`src/logic/dmem_pkg.sv`:
```
package dmem_pkg;

    // ========================================
    // Address map
    // ========================================

    // Region field inside the byte address
    localparam int LSB_REGION = 16;
    localparam int MSB_REGION = 23;

    // Region codes
    localparam logic [7:0] D_MEM_REGION = 8'h01;
    localparam logic [7:0] CR_REGION    = 8'h02;

    // Offset field of the control region, bits 7:0
    localparam int MSB_CR = 7;

    // Control register byte offsets
    localparam logic [MSB_CR:0] CR_EN_PC     = 8'h00;
    localparam logic [MSB_CR:0] CR_RST_PC    = 8'h04;
    localparam logic [MSB_CR:0] CR_CORE_ID   = 8'h08;
    localparam logic [MSB_CR:0] CR_THREAD_ID = 8'h0C;
    localparam logic [MSB_CR:0] CR_SCRATCH   = 8'h10;

    // ========================================
    // Types
    // ========================================

    // Decoded target of a request
    typedef enum logic [1:0] {
        REGION_NONE = 2'd0,
        REGION_DMEM = 2'd1,
        REGION_CR   = 2'd2
    } t_region;

    // One core request, tagged once at the input side
    typedef struct packed {
        // Byte address from the core
        logic [31:0] addr;
        // Per-byte write enables
        logic [3:0]  byteena;
        // Write payload
        logic [31:0] data;
        logic        rden;
        logic        wren;
        // Requesting hardware thread
        logic [1:0]  thread;
        // Result of the region compare
        t_region     region;
    } t_mem_req;

    // Level controls driven back to the core
    typedef struct packed {
        // Fetch enable
        logic en_pc;
        // Hold PC in reset
        logic rst_pc;
    } t_cr;

endpackage

```
`src/logic/read_return.sv`:
```
`timescale 1ns/1ps

module read_return (
    input  logic                 clock,
    input  logic                 rst,
    input  logic                 rden,
    input  dmem_pkg::t_region    region,
    input  logic [31:0]          dmem_q,
    input  logic [31:0]          cr_q,
    output logic [31:0]          q
);
    import dmem_pkg::*;

    // Region of the read now in flight
    t_region sel_region;

    // ========================================
    // Region select flop
    // ========================================

    always_ff @(posedge clock) begin
        if (rst) begin
            // q reads zero after reset
            sel_region <= REGION_NONE;
        end else if (rden) begin
            // Captured at the same edge as the source data
            sel_region <= region;
        end
    end

    // ========================================
    // Output mux
    // ========================================

    always_comb begin
        case (sel_region)
            REGION_DMEM: q = dmem_q;
            REGION_CR:   q = cr_q;
            // Unmapped reads return zero
            default:     q = 32'b0;
        endcase
    end

endmodule

```
`config.mk`:
```
export PLATFORM = sky130hd
export DESIGN_NAME = read_return
export DESIGN_NICKNAME = d
export VERILOG_FILES = /design/src/logic/dmem_pkg.sv /design/src/logic/read_return.sv
export SDC_FILE = /design/constraint.sdc
export NUM_CORES = 1
export LEC_CHECK = 0
export ABC_AREA = 1
export ABC_CLOCK_PERIOD_IN_PS = 2800
export CORE_MARGIN = 2
export CORE_UTILIZATION = 45
export DETAILED_ROUTE_END_ITERATION = 16
export DONT_BUFFER_PORTS = 1
export PLACE_DENSITY = 0.59
export SETUP_SLACK_MARGIN = 0.05
export SYNTH_ARGS = -nofsm -noshare
export SYNTH_HDL_FRONTEND = slang
export SYNTH_SLANG_ARGS = --single-unit
```
`constraint.sdc`:
```
create_clock -name clock -period 2.8 [get_ports clock]
set_input_delay 0.56 -clock clock [delete_from_list [all_inputs] [get_ports clock]]
set_output_delay 0.56 -clock clock [all_outputs]
set_load 0.05 [all_outputs]
```
==> run_results.csv <==
group,metric,value,unit
outcome,status,"finished, final reports clean",
worst_setup_path,critPathLaunchType,"flop",
yosys,synth_common_cells,"68 x nand2_1, 29 x a21oi_2, 5 x buf_2, 5 x inv_1, 4 x nor2_1",
worst_setup_path,end_kind,"primary output",
die,initial_core_util,46.9,%
power_and_ir_drop,vdd_ir_drop_max,0.288,mV
cts,post_cts_buffers,0,
yosys,synth_top_area_share,37.0,%
timing,hold_viol,0,
timing,skew,0,ps
global_route,grt_remaining_overflow,0,
timing,fin_crit_sh,73.7,%
layout,area_growth,37.9,%
timing,tns,0,ps
yosys,synth.largest_area_cell,"nand2_1",
drt,wirelength,2.02,mm
timing,post-route-min-period,2060,ps
worst_hold_path,hold_class,"primary input to flop",
timing,setup_ws,735,ps
yosys,synth_edf_count,0,
layout,top_regs,"sel_region: 2 flops",
timing,max-slew-margin-rel,83.3,%
drt,firstDrtPassIters,3,
drt,wl_met1,740,um
layout,antenna_cells,0,
timing,setup_viol,0,
drt,wl_per_cell,11.9,um
yosys,ys_async_sr_fraction,0,%
drt,vias,876,
global_route,grt_pass1_wl,3.11,mm
yosys,ys_types,10,
cts,clk_pin_slew,30,ps
cts,cts-root-buf,"clkbuf_4",
global_route,grt_use_total,20.9,%
yosys,yosysSeqAreaShare,5.81,%
layout,nets,227,
die,die-width,43.1,um
worst_setup_path,path_cells,"inv_1 -> ha_1 -> buf_4 -> a21oi_1 -> buf_4",
cts,clk_latency,230,ps
die,die_y,43.1,um
cts,numCtsBuffers,3,
worst_setup_path,cp_num_cells,5,
placed_design,place_congestion,0.666,
worst_setup_path,cpMaxStageDelayCell,"dfxtp_1",
drt,wl_met3,235,um
yosys,netlist_instances,122,
timing,fmax,0.484,GHz
die,fp.coreArea,1470,um^2
drt,ant_nets,0,
worst_setup_path,cp_max_fo,17,
worst_setup_path,max_stage_delay,340,ps
placed_design,dp_hpwl,1.63,mm
yosys,synth_area,689,um^2
layout,top_register,"sel_region",
cts,clockBufferDepth,2,
yosys,syn_area_per_cell,5.65,um^2
cts,cts_tree,"yes",
cts,hold_buffers,0,
global_route,grt_max_degree,18,
timing,worstMarginPinSlew,251,ps
global_route,grt_pass1_vias,814,
yosys,yosys_warnings,0,
worst_setup_path,crit_family,"buffers and inverters",
placed_design,port_buffers,0,
worst_setup_path,required,2240,ps
timing,rsz0062_at_grt,"false",
drt,post_drt_via_cell_ratio,5.15,
die,row_count,14,
worst_hold_path,min_path_cells,2,
power_and_ir_drop,power_density,338,nW/um^2
timing,maxSlewViolCount,0,
yosys,ys_seq_elements,2,
placed_design,dp_slack,981,ps
worst_setup_path,crit_type,"flop to primary output",
yosys,synth_area_leaders,"nand2_1 37%, a21oi_2 37%, dfxtp_1 5.8%, buf_6 4.9%, buf_2 3.6%",
cts,cts_resized,0,
layout,largest_reg_flops,2,
cts,cts.sinks,2,
yosys,ys.flop_type,"dfxtp_1",
yosys,synth.most_common_cell,"nand2_1",
worst_setup_path,cp_data_arrival_time,1500,ps
drt,route.met2.wl,1.04,mm
layout,final_layout_size_suffix_gt1_share,45.5,%
layout,nFillCells,135,
global_route,antenna_found_initial,0,
cts,cts_htree_levels,1,
drt,drtIter0Drc,11,
power_and_ir_drop,power_leakage,0.383,nW
die,num_io_pins,101,
worst_setup_path,cp_num_buf_inv,3,
worst_setup_path,rr_worst_depth,2,
drt,drcViolationCount,0,
worst_setup_path,cp_common_cell,"buf_4",
die,dieArea,1860,um^2
yosys,synth_nets,193,
drt,top_layer,"met3",
run,maxCapViolCount,0,
==> cell usage in the layout, fill, tap and decap left out <==
cell,n
dfxtp_1,2
nand2_1,68
buf_4,38
clkbuf_4,3
inv_1,5
a21oi_1,3
nor2_1,4
ha_1,2
a21oi_2,29
==> cells by family (layout without fill, tap and decap cells) <==
family | count (synthesis) | count (layout) | synth area share, %
fa+ha+maj | 2 | 2 | 3.63
compound gates | 32 | 32 | 39.0
simple gates | 72 | 72 | 39.2
flops | 2 | 2 | 5.81
buf+inv | 14 | 46 | 12.3
==> worst reg2reg max path: stages (launching register included) <==
cell and delay, ps:
dfxtp_1 310, nor2_1 100, nor2_1 50
==> area by class of cell <==
class / count / area (um^2) / share of cell area, %
clock buffer: 3 / 22.5 / 2.37
tap: 16 / 20.0 / 2.11
sequential: 2 / 40.0 / 4.21
multi-input combinational: 106 / 564 / 59.3
inverter: 5 / 18.8 / 1.97
timing repair buffer: 38 / 285 / 30.0
==> power breakdown <==
part / leakage, nW / internal [W] / total, W / switching (W)
clock network: 0.0138 / 0.0000476 / 0.0000679 / 0.0000203
registers: 0.0166 / 0.0000307 / 0.0000323 / 0.00000154
logic: 0.353 / 0.0000616 / 0.000221 / 0.000160
total: 0.383 / 0.000140 / 0.000322 / 0.000182
==> per-layer routing <==
metal  global-route usage, %  vias up
li1                        -      450
met1                    20.3      375
met2                    41.8       51
met3                    5.11        0
met4                    6.06        0
met5                       0        -
==> final timing paths <==
check                startpoint       endpoint  slack (ps)
setup / recovery  sel_region[0]          q[28]         740
hold / removal             rden  sel_region[0]         480
setup reg to reg  sel_region[0]  sel_region[0]        2230
hold reg to reg   sel_region[1]  sel_region[1]         500
==> stage by stage <==
stage          cells  cell area (um^2)  util, %  power, W  hold slack (ps)
3_5_place_dp     167               928     63.1  0.000255              502
4_1_cts          170               951     64.6  0.000326              469
3_3_place_gp     167               928     63.1  0.000251              487
5_1_grt          170               951     64.6  0.000342              490
2_1_floorplan    122               689        -  0.000209              466
6_report         170               951     64.6  0.000322              476
No activity file was read; power rests on OpenSTA's default activity.
