## config.mk

```make
export PLATFORM = sky130hd
export DESIGN_NAME = cr_regs
export DESIGN_NICKNAME = d
export VERILOG_FILES = /design/src/logic/dmem_pkg.sv /design/src/logic/cr_regs.sv
export SDC_FILE = /design/constraint.sdc
export NUM_CORES = 1
export LEC_CHECK = 0
export ABC_CLOCK_PERIOD_IN_PS = 4000
export BUFFER_PORTS_ARGS = -buffer_cell sky130_fd_sc_hd__buf_2
export CELL_PAD_IN_SITES_DETAIL_PLACEMENT = 1
export CELL_PAD_IN_SITES_GLOBAL_PLACEMENT = 2
export CORE_MARGIN = 2
export CORE_UTILIZATION = 25
export CTS_CLUSTER_SIZE = 25
export DETAILED_ROUTE_END_ITERATION = 10
export PLACE_DENSITY = 0.75
export SYNTH_ARGS = -nofsm -noshare
export SYNTH_HDL_FRONTEND = slang
export SYNTH_SLANG_ARGS = --single-unit
export TNS_END_PERCENT = 10
```

## constraint.sdc

```tcl
create_clock -name clock -period 4 [get_ports clock]
set_clock_uncertainty 0.05 [all_clocks]
set_input_delay 0.2 -clock clock [delete_from_list [all_inputs] [get_ports clock]]
set_output_delay 0.2 -clock clock [all_outputs]
set_load 0.02 [all_outputs]
```

## src/logic/dmem_pkg.sv

```systemverilog
package dmem_pkg;

    // ========================================
    // Address map
    // ========================================

    // Region field inside the byte address
    localparam int LSB_REGION = 16;
    localparam int MSB_REGION = 23;

    // Region codes
    localparam logic [7:0] D_MEM_REGION = 8'h01;
    localparam logic [7:0] CR_REGION    = 8'h02;

    // Offset field of the control region, bits 7:0
    localparam int MSB_CR = 7;

    // Control register byte offsets
    localparam logic [MSB_CR:0] CR_EN_PC     = 8'h00;
    localparam logic [MSB_CR:0] CR_RST_PC    = 8'h04;
    localparam logic [MSB_CR:0] CR_CORE_ID   = 8'h08;
    localparam logic [MSB_CR:0] CR_THREAD_ID = 8'h0C;
    localparam logic [MSB_CR:0] CR_SCRATCH   = 8'h10;

    // ========================================
    // Types
    // ========================================

    // Decoded target of a request
    typedef enum logic [1:0] {
        REGION_NONE = 2'd0,
        REGION_DMEM = 2'd1,
        REGION_CR   = 2'd2
    } t_region;

    // One core request, tagged once at the input side
    typedef struct packed {
        // Byte address from the core
        logic [31:0] addr;
        // Per-byte write enables
        logic [3:0]  byteena;
        // Write payload
        logic [31:0] data;
        logic        rden;
        logic        wren;
        // Requesting hardware thread
        logic [1:0]  thread;
        // Result of the region compare
        t_region     region;
    } t_mem_req;

    // Level controls driven back to the core
    typedef struct packed {
        // Fetch enable
        logic en_pc;
        // Hold PC in reset
        logic rst_pc;
    } t_cr;

endpackage

```

## src/logic/cr_regs.sv

```systemverilog
`timescale 1ns/1ps

module cr_regs #(
    // Strap value returned at CR_CORE_ID
    parameter logic [31:0] CORE_ID = 32'h0000_0000
) (
    input  logic                 clock,
    input  logic                 rst,
    input  dmem_pkg::t_mem_req   req,
    output dmem_pkg::t_cr        cr,
    output logic [31:0]          q
);
    import dmem_pkg::*;

    // Scratch word, full 32-bit read/write
    logic [31:0]     scratch;

    // Offset inside the control region
    logic [MSB_CR:0] offset;

    // Qualified strobes
    logic            wr_hit;
    logic            rd_hit;

    // Read mux before the output flop
    logic [31:0]     rd_data;

    assign offset = req.addr[MSB_CR:0];
    assign wr_hit = req.wren && (req.region == REGION_CR);
    assign rd_hit = req.rden && (req.region == REGION_CR);

    // ========================================
    // Register write
    // ========================================

    always_ff @(posedge clock) begin
        if (rst) begin
            // Core held idle out of reset
            cr.en_pc  <= 1'b0;
            cr.rst_pc <= 1'b0;
            scratch   <= '0;
        end else if (wr_hit) begin
            // Always a full-word write, byteena ignored here
            case (offset)
                CR_EN_PC:   cr.en_pc  <= req.data[0];
                CR_RST_PC:  cr.rst_pc <= req.data[0];
                CR_SCRATCH: scratch   <= req.data;
                // Identity registers are read only
                default: ;
            endcase
        end
    end

    // ========================================
    // Register read
    // ========================================

    always_comb begin
        case (offset)
            CR_EN_PC:     rd_data = {31'b0, cr.en_pc};
            CR_RST_PC:    rd_data = {31'b0, cr.rst_pc};
            CR_CORE_ID:   rd_data = CORE_ID;
            // Thread of this very request
            CR_THREAD_ID: rd_data = {30'b0, req.thread};
            CR_SCRATCH:   rd_data = scratch;
            default:      rd_data = 32'b0;
        endcase
    end

    // Sampled only on a control read, held otherwise
    always_ff @(posedge clock) begin
        if (rd_hit) begin
            q <= rd_data;
        end
    end

endmodule

```

==> results of run 1 <==
-- registers in the layout, indices dropped and copies added (netlist names) --
| signal | cells |
|---|---|
| q | 32 |
| cr | 2 |
| scratch | 32 |
-- cells in the final DEF (no fill, tap or decap), drive strengths merged --
cell	netlist	final
bufinv	0	2
mux2i	36	36
nor4	3	3
nor3	1	1
o22a	1	1
nor2b	1	1
and2	30	30
or3	1	1
buf	4	85
nand2b	66	66
o22ai	1	1
and3b	1	1
nand2	2	2
inv	1	1
edfxtp	32	32
nand3b	1	1
or4	1	1
clkbuf	11	10
dfxtp	34	34
or4b	1	1
clkinv	0	4
nor2	1	1
-- final timing paths --
kind                                   from     endpoint  slack, ns  cells after the start
worst max-delay path                req[43]  scratch[11]       2.31                      5
worst min-delay path                req[32]  scratch[26]       0.06                      3
worst max register to register   scratch[0]         q[0]       3.05                      3
worst min register to register  scratch[26]  scratch[26]       0.42                      2
-- worst max-delay path, cell delays in order --
cell and delay (ns):
sky130_fd_sc_hd__buf_2 0.10, sky130_fd_sc_hd__or4_1 0.66, sky130_fd_sc_hd__nor4_4 0.32, sky130_fd_sc_hd__buf_4 0.37
sky130_fd_sc_hd__mux2i_1 0.24
-- Yosys cell counts (all sizes together) --
cell type	n
and2	30
and3b	1
buf	4
clkbuf	11
dfxtp	34
edfxtp	32
inv	1
mux2i	36
nand2	2
nand2b	66
nand3b	1
nor2	1
nor2b	1
nor3	1
nor4	3
o22a	1
o22ai	1
or3	1
or4	1
or4b	1
-- power breakdown --
part | switching (uW) | leakage, uW | internal (uW)
Combinational | 44.7 | 0.000637 | 38.7
Clock | 266 | 0.000110 | 353
Sequential | 2.65 | 0.000547 | 714
Total | 314 | 0.00129 | 1110
-- cell type report --
| type | count | area, um2 |
|---|---|---|
| Sequential cell | 66 | 1640 |
| Fill cell | 1254 | 7330 |
| Tap cell | 140 | 175 |
| Timing Repair Buffer | 85 | 435 |
| Inverter | 1 | 3.75 |
| Clock buffer | 10 | 128 |
| Clock inverter | 6 | 91.3 |
| Multi-Input combinational cell | 147 | 1080 |
-- through the flow --
step                      setup slack, ns  instances
final                                2.31        455
after global routing                 2.24        455
after CTS                            2.32        455
after detailed placement             1.96        439
after global placement               2.00        439
after floorplan                      2.21        229
-- cells by family (layout without fill, tap and decap cells) --
group / Yosys count / after routing
and+or+nand+nor: 109 / 109
muxes: 36 / 36
AOI/OAI and AO/OA: 2 / 2
DFF: 66 / 66
buffers and inverters: 16 / 102
-- metal layers --
layer | global-route usage, % | share of wire, % | wire length (um) | vias to the layer above
met2 | 18.4 | 50 | 3060 | 46
li1 | - | - | - | 927
met1 | 12.0 | 43 | 2620 | 908
met3 | 3.97 | 5.4 | 330 | 8
met4 | 4.07 | 1.4 | 85 | 0
met5 | 0 | 0 | 0 | -
==> results.rst, run 1 <==
.. list-table::
   :header-rows: 1

   * - Metric
     - Value
   * - Status
     - finished, final reports clean
   * - Full die area
     - roughly 12000 um2
   * - Signed area change from the synthesized netlist to the final layout
     - 27.0%
   * - Final net count
     - 386
   * - Cell leakage power
     - 0.00129 uW
   * - Slew of the pin with the lowest slew margin
     - ~0.86 ns
   * - DR iter-0 viols
     - 29
   * - CTS tree
     - yes
   * - Unrepaired setup endpoints after global routing
     - false
   * - Adder-Cell Fraction of Synth Area
     - 0%
   * - Cell Area, Synth
     - 2800 um2
   * - Horiz. Die Dim
     - 110 um
   * - CTS Hold Bufs
     - 0
   * - Portion of netlist area occupied by mux cells
     - approximately an eighth
   * - Net count after synthesis
     - ~300
   * - CORE AREA
     - 10900 um2
   * - Synth Instances
     - 229
   * - XOR/XNOR Fraction of Synth Area
     - 0%
   * - Total negative setup slack
     - 0 ns
   * - Final hold slack
     - 0.0629 ns
   * - Setup Viol. Count Final
     - 0
   * - Buffer depth of the longest clock path
     - 2
   * - Final estimated routing congestion in global placement
     - 0.708
   * - Share of the synthesized area in compound gates (AO/OA/AOI/OAI)
     - 0.581%
   * - Library cells used by synthesis
     - 22
   * - DR vias
     - ~1900
   * - Largest cells by area after synthesis
     - sky130_fd_sc_hd__edfxtp_1 34%, sky130_fd_sc_hd__dfxtp_1 24%, sky130_fd_sc_hd__nand2b_1 15%
   * - Post-CTS setup buffer count
     - 0
   * - Class of the tightest hold or removal check
     - input pin to flop
   * - Later-pin clock latency in the skew report
     - approximately 0.34 ns
   * - Final routed DRC violation total
     - 0
   * - Share of the synthesized area in the top cell type
     - 34.3%
   * - Total overflow reported by the global router
     - 0
   * - Area share of and/or/nand/nor cells after synthesis
     - 24.9%
   * - Root cell of the clock tree
     - sky130_fd_sc_hd__clkbuf_8
   * - Finished Core Util
     - 32.6%
   * - Global-route usage over all layers
     - a little over a tenth
   * - Average instance area after synthesis
     - 12.2 um2
   * - Number of hold-slack violations in the final timing report
     - 0
   * - Fin area
     - 3550 um2
   * - # rows
     - 38
   * - Count of nets left with antenna violations after detail routing
     - 0
   * - Pre-antenna DRT Iters
     - 4
   * - Final Max Slew Viols
     - 0
   * - TritonCTS Buffers
     - 9
   * - Crit path max fanout
     - 17
   * - MaxCap Viol Count
     - 0
   * - Maximum number of pins on one net before global-route repair
     - 67
   * - Slew headroom
     - 42.8%
   * - Dominant combinational cell family by area after synthesis
     - simple AND/OR/NAND/NOR gates
   * - Fraction of layout instances using a drive strength above 1
     - between 30% and 40%
   * - Crit. End Element
     - flop
   * - H-tree levels
     - 3
   * - First-pass GRT wire length
     - 9630 um
   * - Final Routed Wirelength
     - 6090 um
   * - Y dimension of the die
     - 110 um
   * - Number of synthesized register bits
     - 66
   * - Critical path start-end classification
     - input pin to flop
   * - Total of buffers placed on input and output ports
     - roughly 80
   * - Vias per cell
     - 4.15
   * - Placement-stage cell area
     - 3340 um2
   * - Initial core utilization
     - between 20% and 30%
   * - Period minus WS final
     - ~1.7 ns
   * - Arrival time of data at the critical path endpoint
     - 1.90 ns
   * - Sequential-to-total area share from yosys stat
     - 58.6%
   * - Number of antenna violations at the first check in global routing
     - 0
   * - Via count of the first global-routing pass
     - 1948
   * - Kind of launch point of the worst setup path
     - input pin
   * - Sinks on the clock net
     - between 60 and 70
   * - Highest clock rate
     - 593 MHz
   * - Clock input transition at the sequential cells of the worst setup and hold paths
     - 0.08 ns
   * - Required time reported for the critical path endpoint
     - around 4.2 ns
   * - Avg WL per Cell
     - 13.4 um
   * - Total of warnings raised by yosys
     - 0
   * - HPWL after detailed placement
     - 4020 um
   * - Number of gates resized after cts
     - 0
   * - Final worst path period share
     - 42.2%
   * - Largest vdd supply drop
     - between 0.1 and 0.15 mV
   * - Cell type with the largest total area after synthesis
     - sky130_fd_sc_hd__edfxtp_1
   * - Count of boundary I/O pins
     - 110
   * - Power Total
     - 1420 uW
   * - PwrDens
     - 399 nW/um2
   * - Diode insertion count for antenna repair
     - 0
Power figures use the tool's default switching activity.
==> run 2, diff against run 1 <==
- ABC_CLOCK_PERIOD_IN_PS: 4000 -> 1700
- clock period: 4 -> 1.7 ns (I/O delays scaled with it)
==> run 2 against run 1 <==
Routed wire length increased by 6.5%. Worst setup slack got worse by 2.1 ns. Final cell count increased by 7.9%. Final area increased by 12%. Highest routed layer unchanged. Critical path type unchanged. Worst hold slack got worse by 0.036 ns. Register-to-register slack got worse by 2.3 ns. Non-clock buffer count increased by 36.
==> results.rst, run 2 (synthesis results as in run 1) <==
.. list-table::
   :header-rows: 1

   * - Metric
     - Value
   * - Status
     - finished, final reports clean
   * - Number of gates resized after cts
     - 0
   * - Post-CTS setup buffer count
     - 0
   * - Final estimated routing congestion in global placement
     - 0.666
   * - Buffer depth of the longest clock path
     - 2
   * - Signed area change from the synthesized netlist to the final layout
     - 41.6%
   * - Cell leakage power
     - 0.00146 uW
   * - Count of boundary I/O pins
     - 110
   * - MaxCap Viol Count
     - 0
   * - Number of hold-slack violations in the final timing report
     - 0
   * - Avg WL per Cell
     - 13.2 um
   * - Kind of launch point of the worst setup path
     - input pin
   * - Clock input transition at the sequential cells of the worst setup and hold paths
     - around 0.080 ns
   * - Total negative setup slack
     - 0 ns
   * - Required time reported for the critical path endpoint
     - 1.90 ns
   * - # rows
     - 38
   * - Largest vdd supply drop
     - between 0.2 and 0.3 mV
   * - Fin area
     - slightly below 4000 um2
   * - Final worst path period share
     - slightly below 90%
   * - Arrival time of data at the critical path endpoint
     - ~1.7 ns
   * - Horiz. Die Dim
     - 110 um
   * - Crit path max fanout
     - 16
   * - Final Routed Wirelength
     - between 6000 and 7000 um
   * - Highest clock rate
     - between 600 and 700 MHz
   * - First-pass GRT wire length
     - 10300 um
   * - Maximum number of pins on one net before global-route repair
     - 38
   * - Sinks on the clock net
     - 66
   * - CTS tree
     - yes
   * - Via count of the first global-routing pass
     - 2078
   * - Reg-to-reg setup timing slack
     - 0.75 ns
   * - Total of buffers placed on input and output ports
     - between 80 and 90
   * - Endpoint of the most critical setup path
     - scratch[21]
   * - PwrDens
     - roughly 860 nW/um2
   * - Slew of the pin with the lowest slew margin
     - approximately 0.45 ns
   * - Setup Viol. Count Final
     - 0
   * - Worst R2R End
     - q[0]
   * - Fraction of layout instances using a drive strength above 1
     - 31.3%
   * - Global-route usage over all layers
     - 11.5%
   * - Most common cell after layout, fill and taps aside
     - sky130_fd_sc_hd__buf_2
   * - Root cell of the clock tree
     - sky130_fd_sc_hd__clkbuf_8
   * - DR iter-0 viols
     - 64
   * - Critical register-to-register path startpoint
     - scratch[0]
   * - Diode insertion count for antenna repair
     - 0
   * - Highest-delay cell along the critical path
     - sky130_fd_sc_hd__or4_1
   * - Pre-antenna DRT Iters
     - 4
   * - Top flop regs
     - q x32, scratch x32, cr x2
   * - Most used cells in the layout excluding fill and tap cells
     - 81 x sky130_fd_sc_hd__buf_2, 66 x sky130_fd_sc_hd__nand2b_1, 36 x sky130_fd_sc_hd__mux2i_1
   * - Final hold slack
     - 0.0266 ns
   * - Later-pin clock latency in the skew report
     - between 0.3 and 0.4 ns
   * - Class of the tightest hold or removal check
     - input pin to flop
   * - Launching instance or port of the critical path
     - req[43]
   * - TritonCTS Buffers
     - 9
   * - CP peak stage delay
     - 0.59 ns
   * - Final Max Slew Viols
     - 0
   * - Initial core utilization
     - 25.7%
   * - Cell depth of the worst flop-to-flop path
     - 3
   * - Unrepaired setup endpoints after global routing
     - false
   * - DR vias
     - 2016
   * - Slew headroom
     - 69.9%
   * - Critical path start-end classification
     - input pin to flop
   * - Total overflow reported by the global router
     - 0
   * - Period minus WS final
     - 1.47 ns
   * - Number of antenna violations at the first check in global routing
     - 0
   * - Ordered list of cells on the worst path
     - buf_2 -> or4_1 -> nor4_4 -> buf_12 -> mux2i_1
   * - Placement-stage cell area
     - 3440 um2
   * - CORE AREA
     - 10900 um2
   * - Final net count
     - 422
   * - Final routed DRC violation total
     - 0
   * - Count of nets left with antenna violations after detail routing
     - 0
   * - Crit. End Element
     - flop
   * - Y dimension of the die
     - 110 um
   * - Vias per cell
     - between 4 and 5
   * - Full die area
     - 12100 um2
   * - HPWL after detailed placement
     - roughly 4300 um
   * - H-tree levels
     - 3
## run 2: stage by stage
| step | setup slack [ns] | instances | power (uW) | util [%] |
|---|---|---|---|---|
| 3_3_place_gp | -0.0956 | 444 | 1930 | 31.6 |
| 5_1_grt | 0.179 | 491 | 3580 | 36.4 |
| 3_5_place_dp | -0.135 | 444 | 1940 | 31.6 |
| 2_1_floorplan | 0.0271 | 229 | 1830 | - |
| 6_report | 0.230 | 491 | 3400 | 36.4 |
| 4_1_cts | 0.231 | 491 | 3480 | 36.4 |
## run 2: final cells by class
cell class                 count  area (um2)
clock buffer                   9         124
clock inverter                 7        93.8
fill                        1207        6920
inverter                       1        3.75
multi-input combinational    147        1080
sequential                    66        1640
tap                          140         175
timing repair buffer         121         846
## run 2: how the worst min path moves through the flow
stage | end | from | depth (start not counted)
floorplan | scratch[10] | req[16] | 2
global placement | scratch[22] | req[28] | 3
detailed placement | scratch[1] | req[7] | 3
CTS | scratch[0] | req[6] | 3
global route | scratch[0] | req[6] | 3
finish | scratch[0] | req[6] | 3
## run 2: worst max-delay path: cells and delay by family
kind	cells	cell delay, ns
buffers and inverters	2	0.33
multiplexers	1	0.24
AND/OR/NAND/NOR	2	1.01
## run 2: what timing repair did
item                                   CTS  global route
hold buffers                            31             0
setup endpoints to repair                0             0
endpoints found under the hold margin   31             0
## run 2: metal layers
metal / part of all wire [%] / GRT usage [%] / vias to the layer above
met1: 43 / 13.2 / 961
met5: 0 / 0 / -
met2: 52 / 19.9 / 50
li1: - / - / 995
met4: 1.4 / 4.88 / 0
met3: 4.1 / 3.08 / 10
## run 2: power by group
part | switching [uW] | internal [uW] | total (uW)
clock | 629 | 823 | 1450
combinational | 117 | 148 | 265
sequential | 6.45 | 1680 | 1690
total | 753 | 2650 | 3400
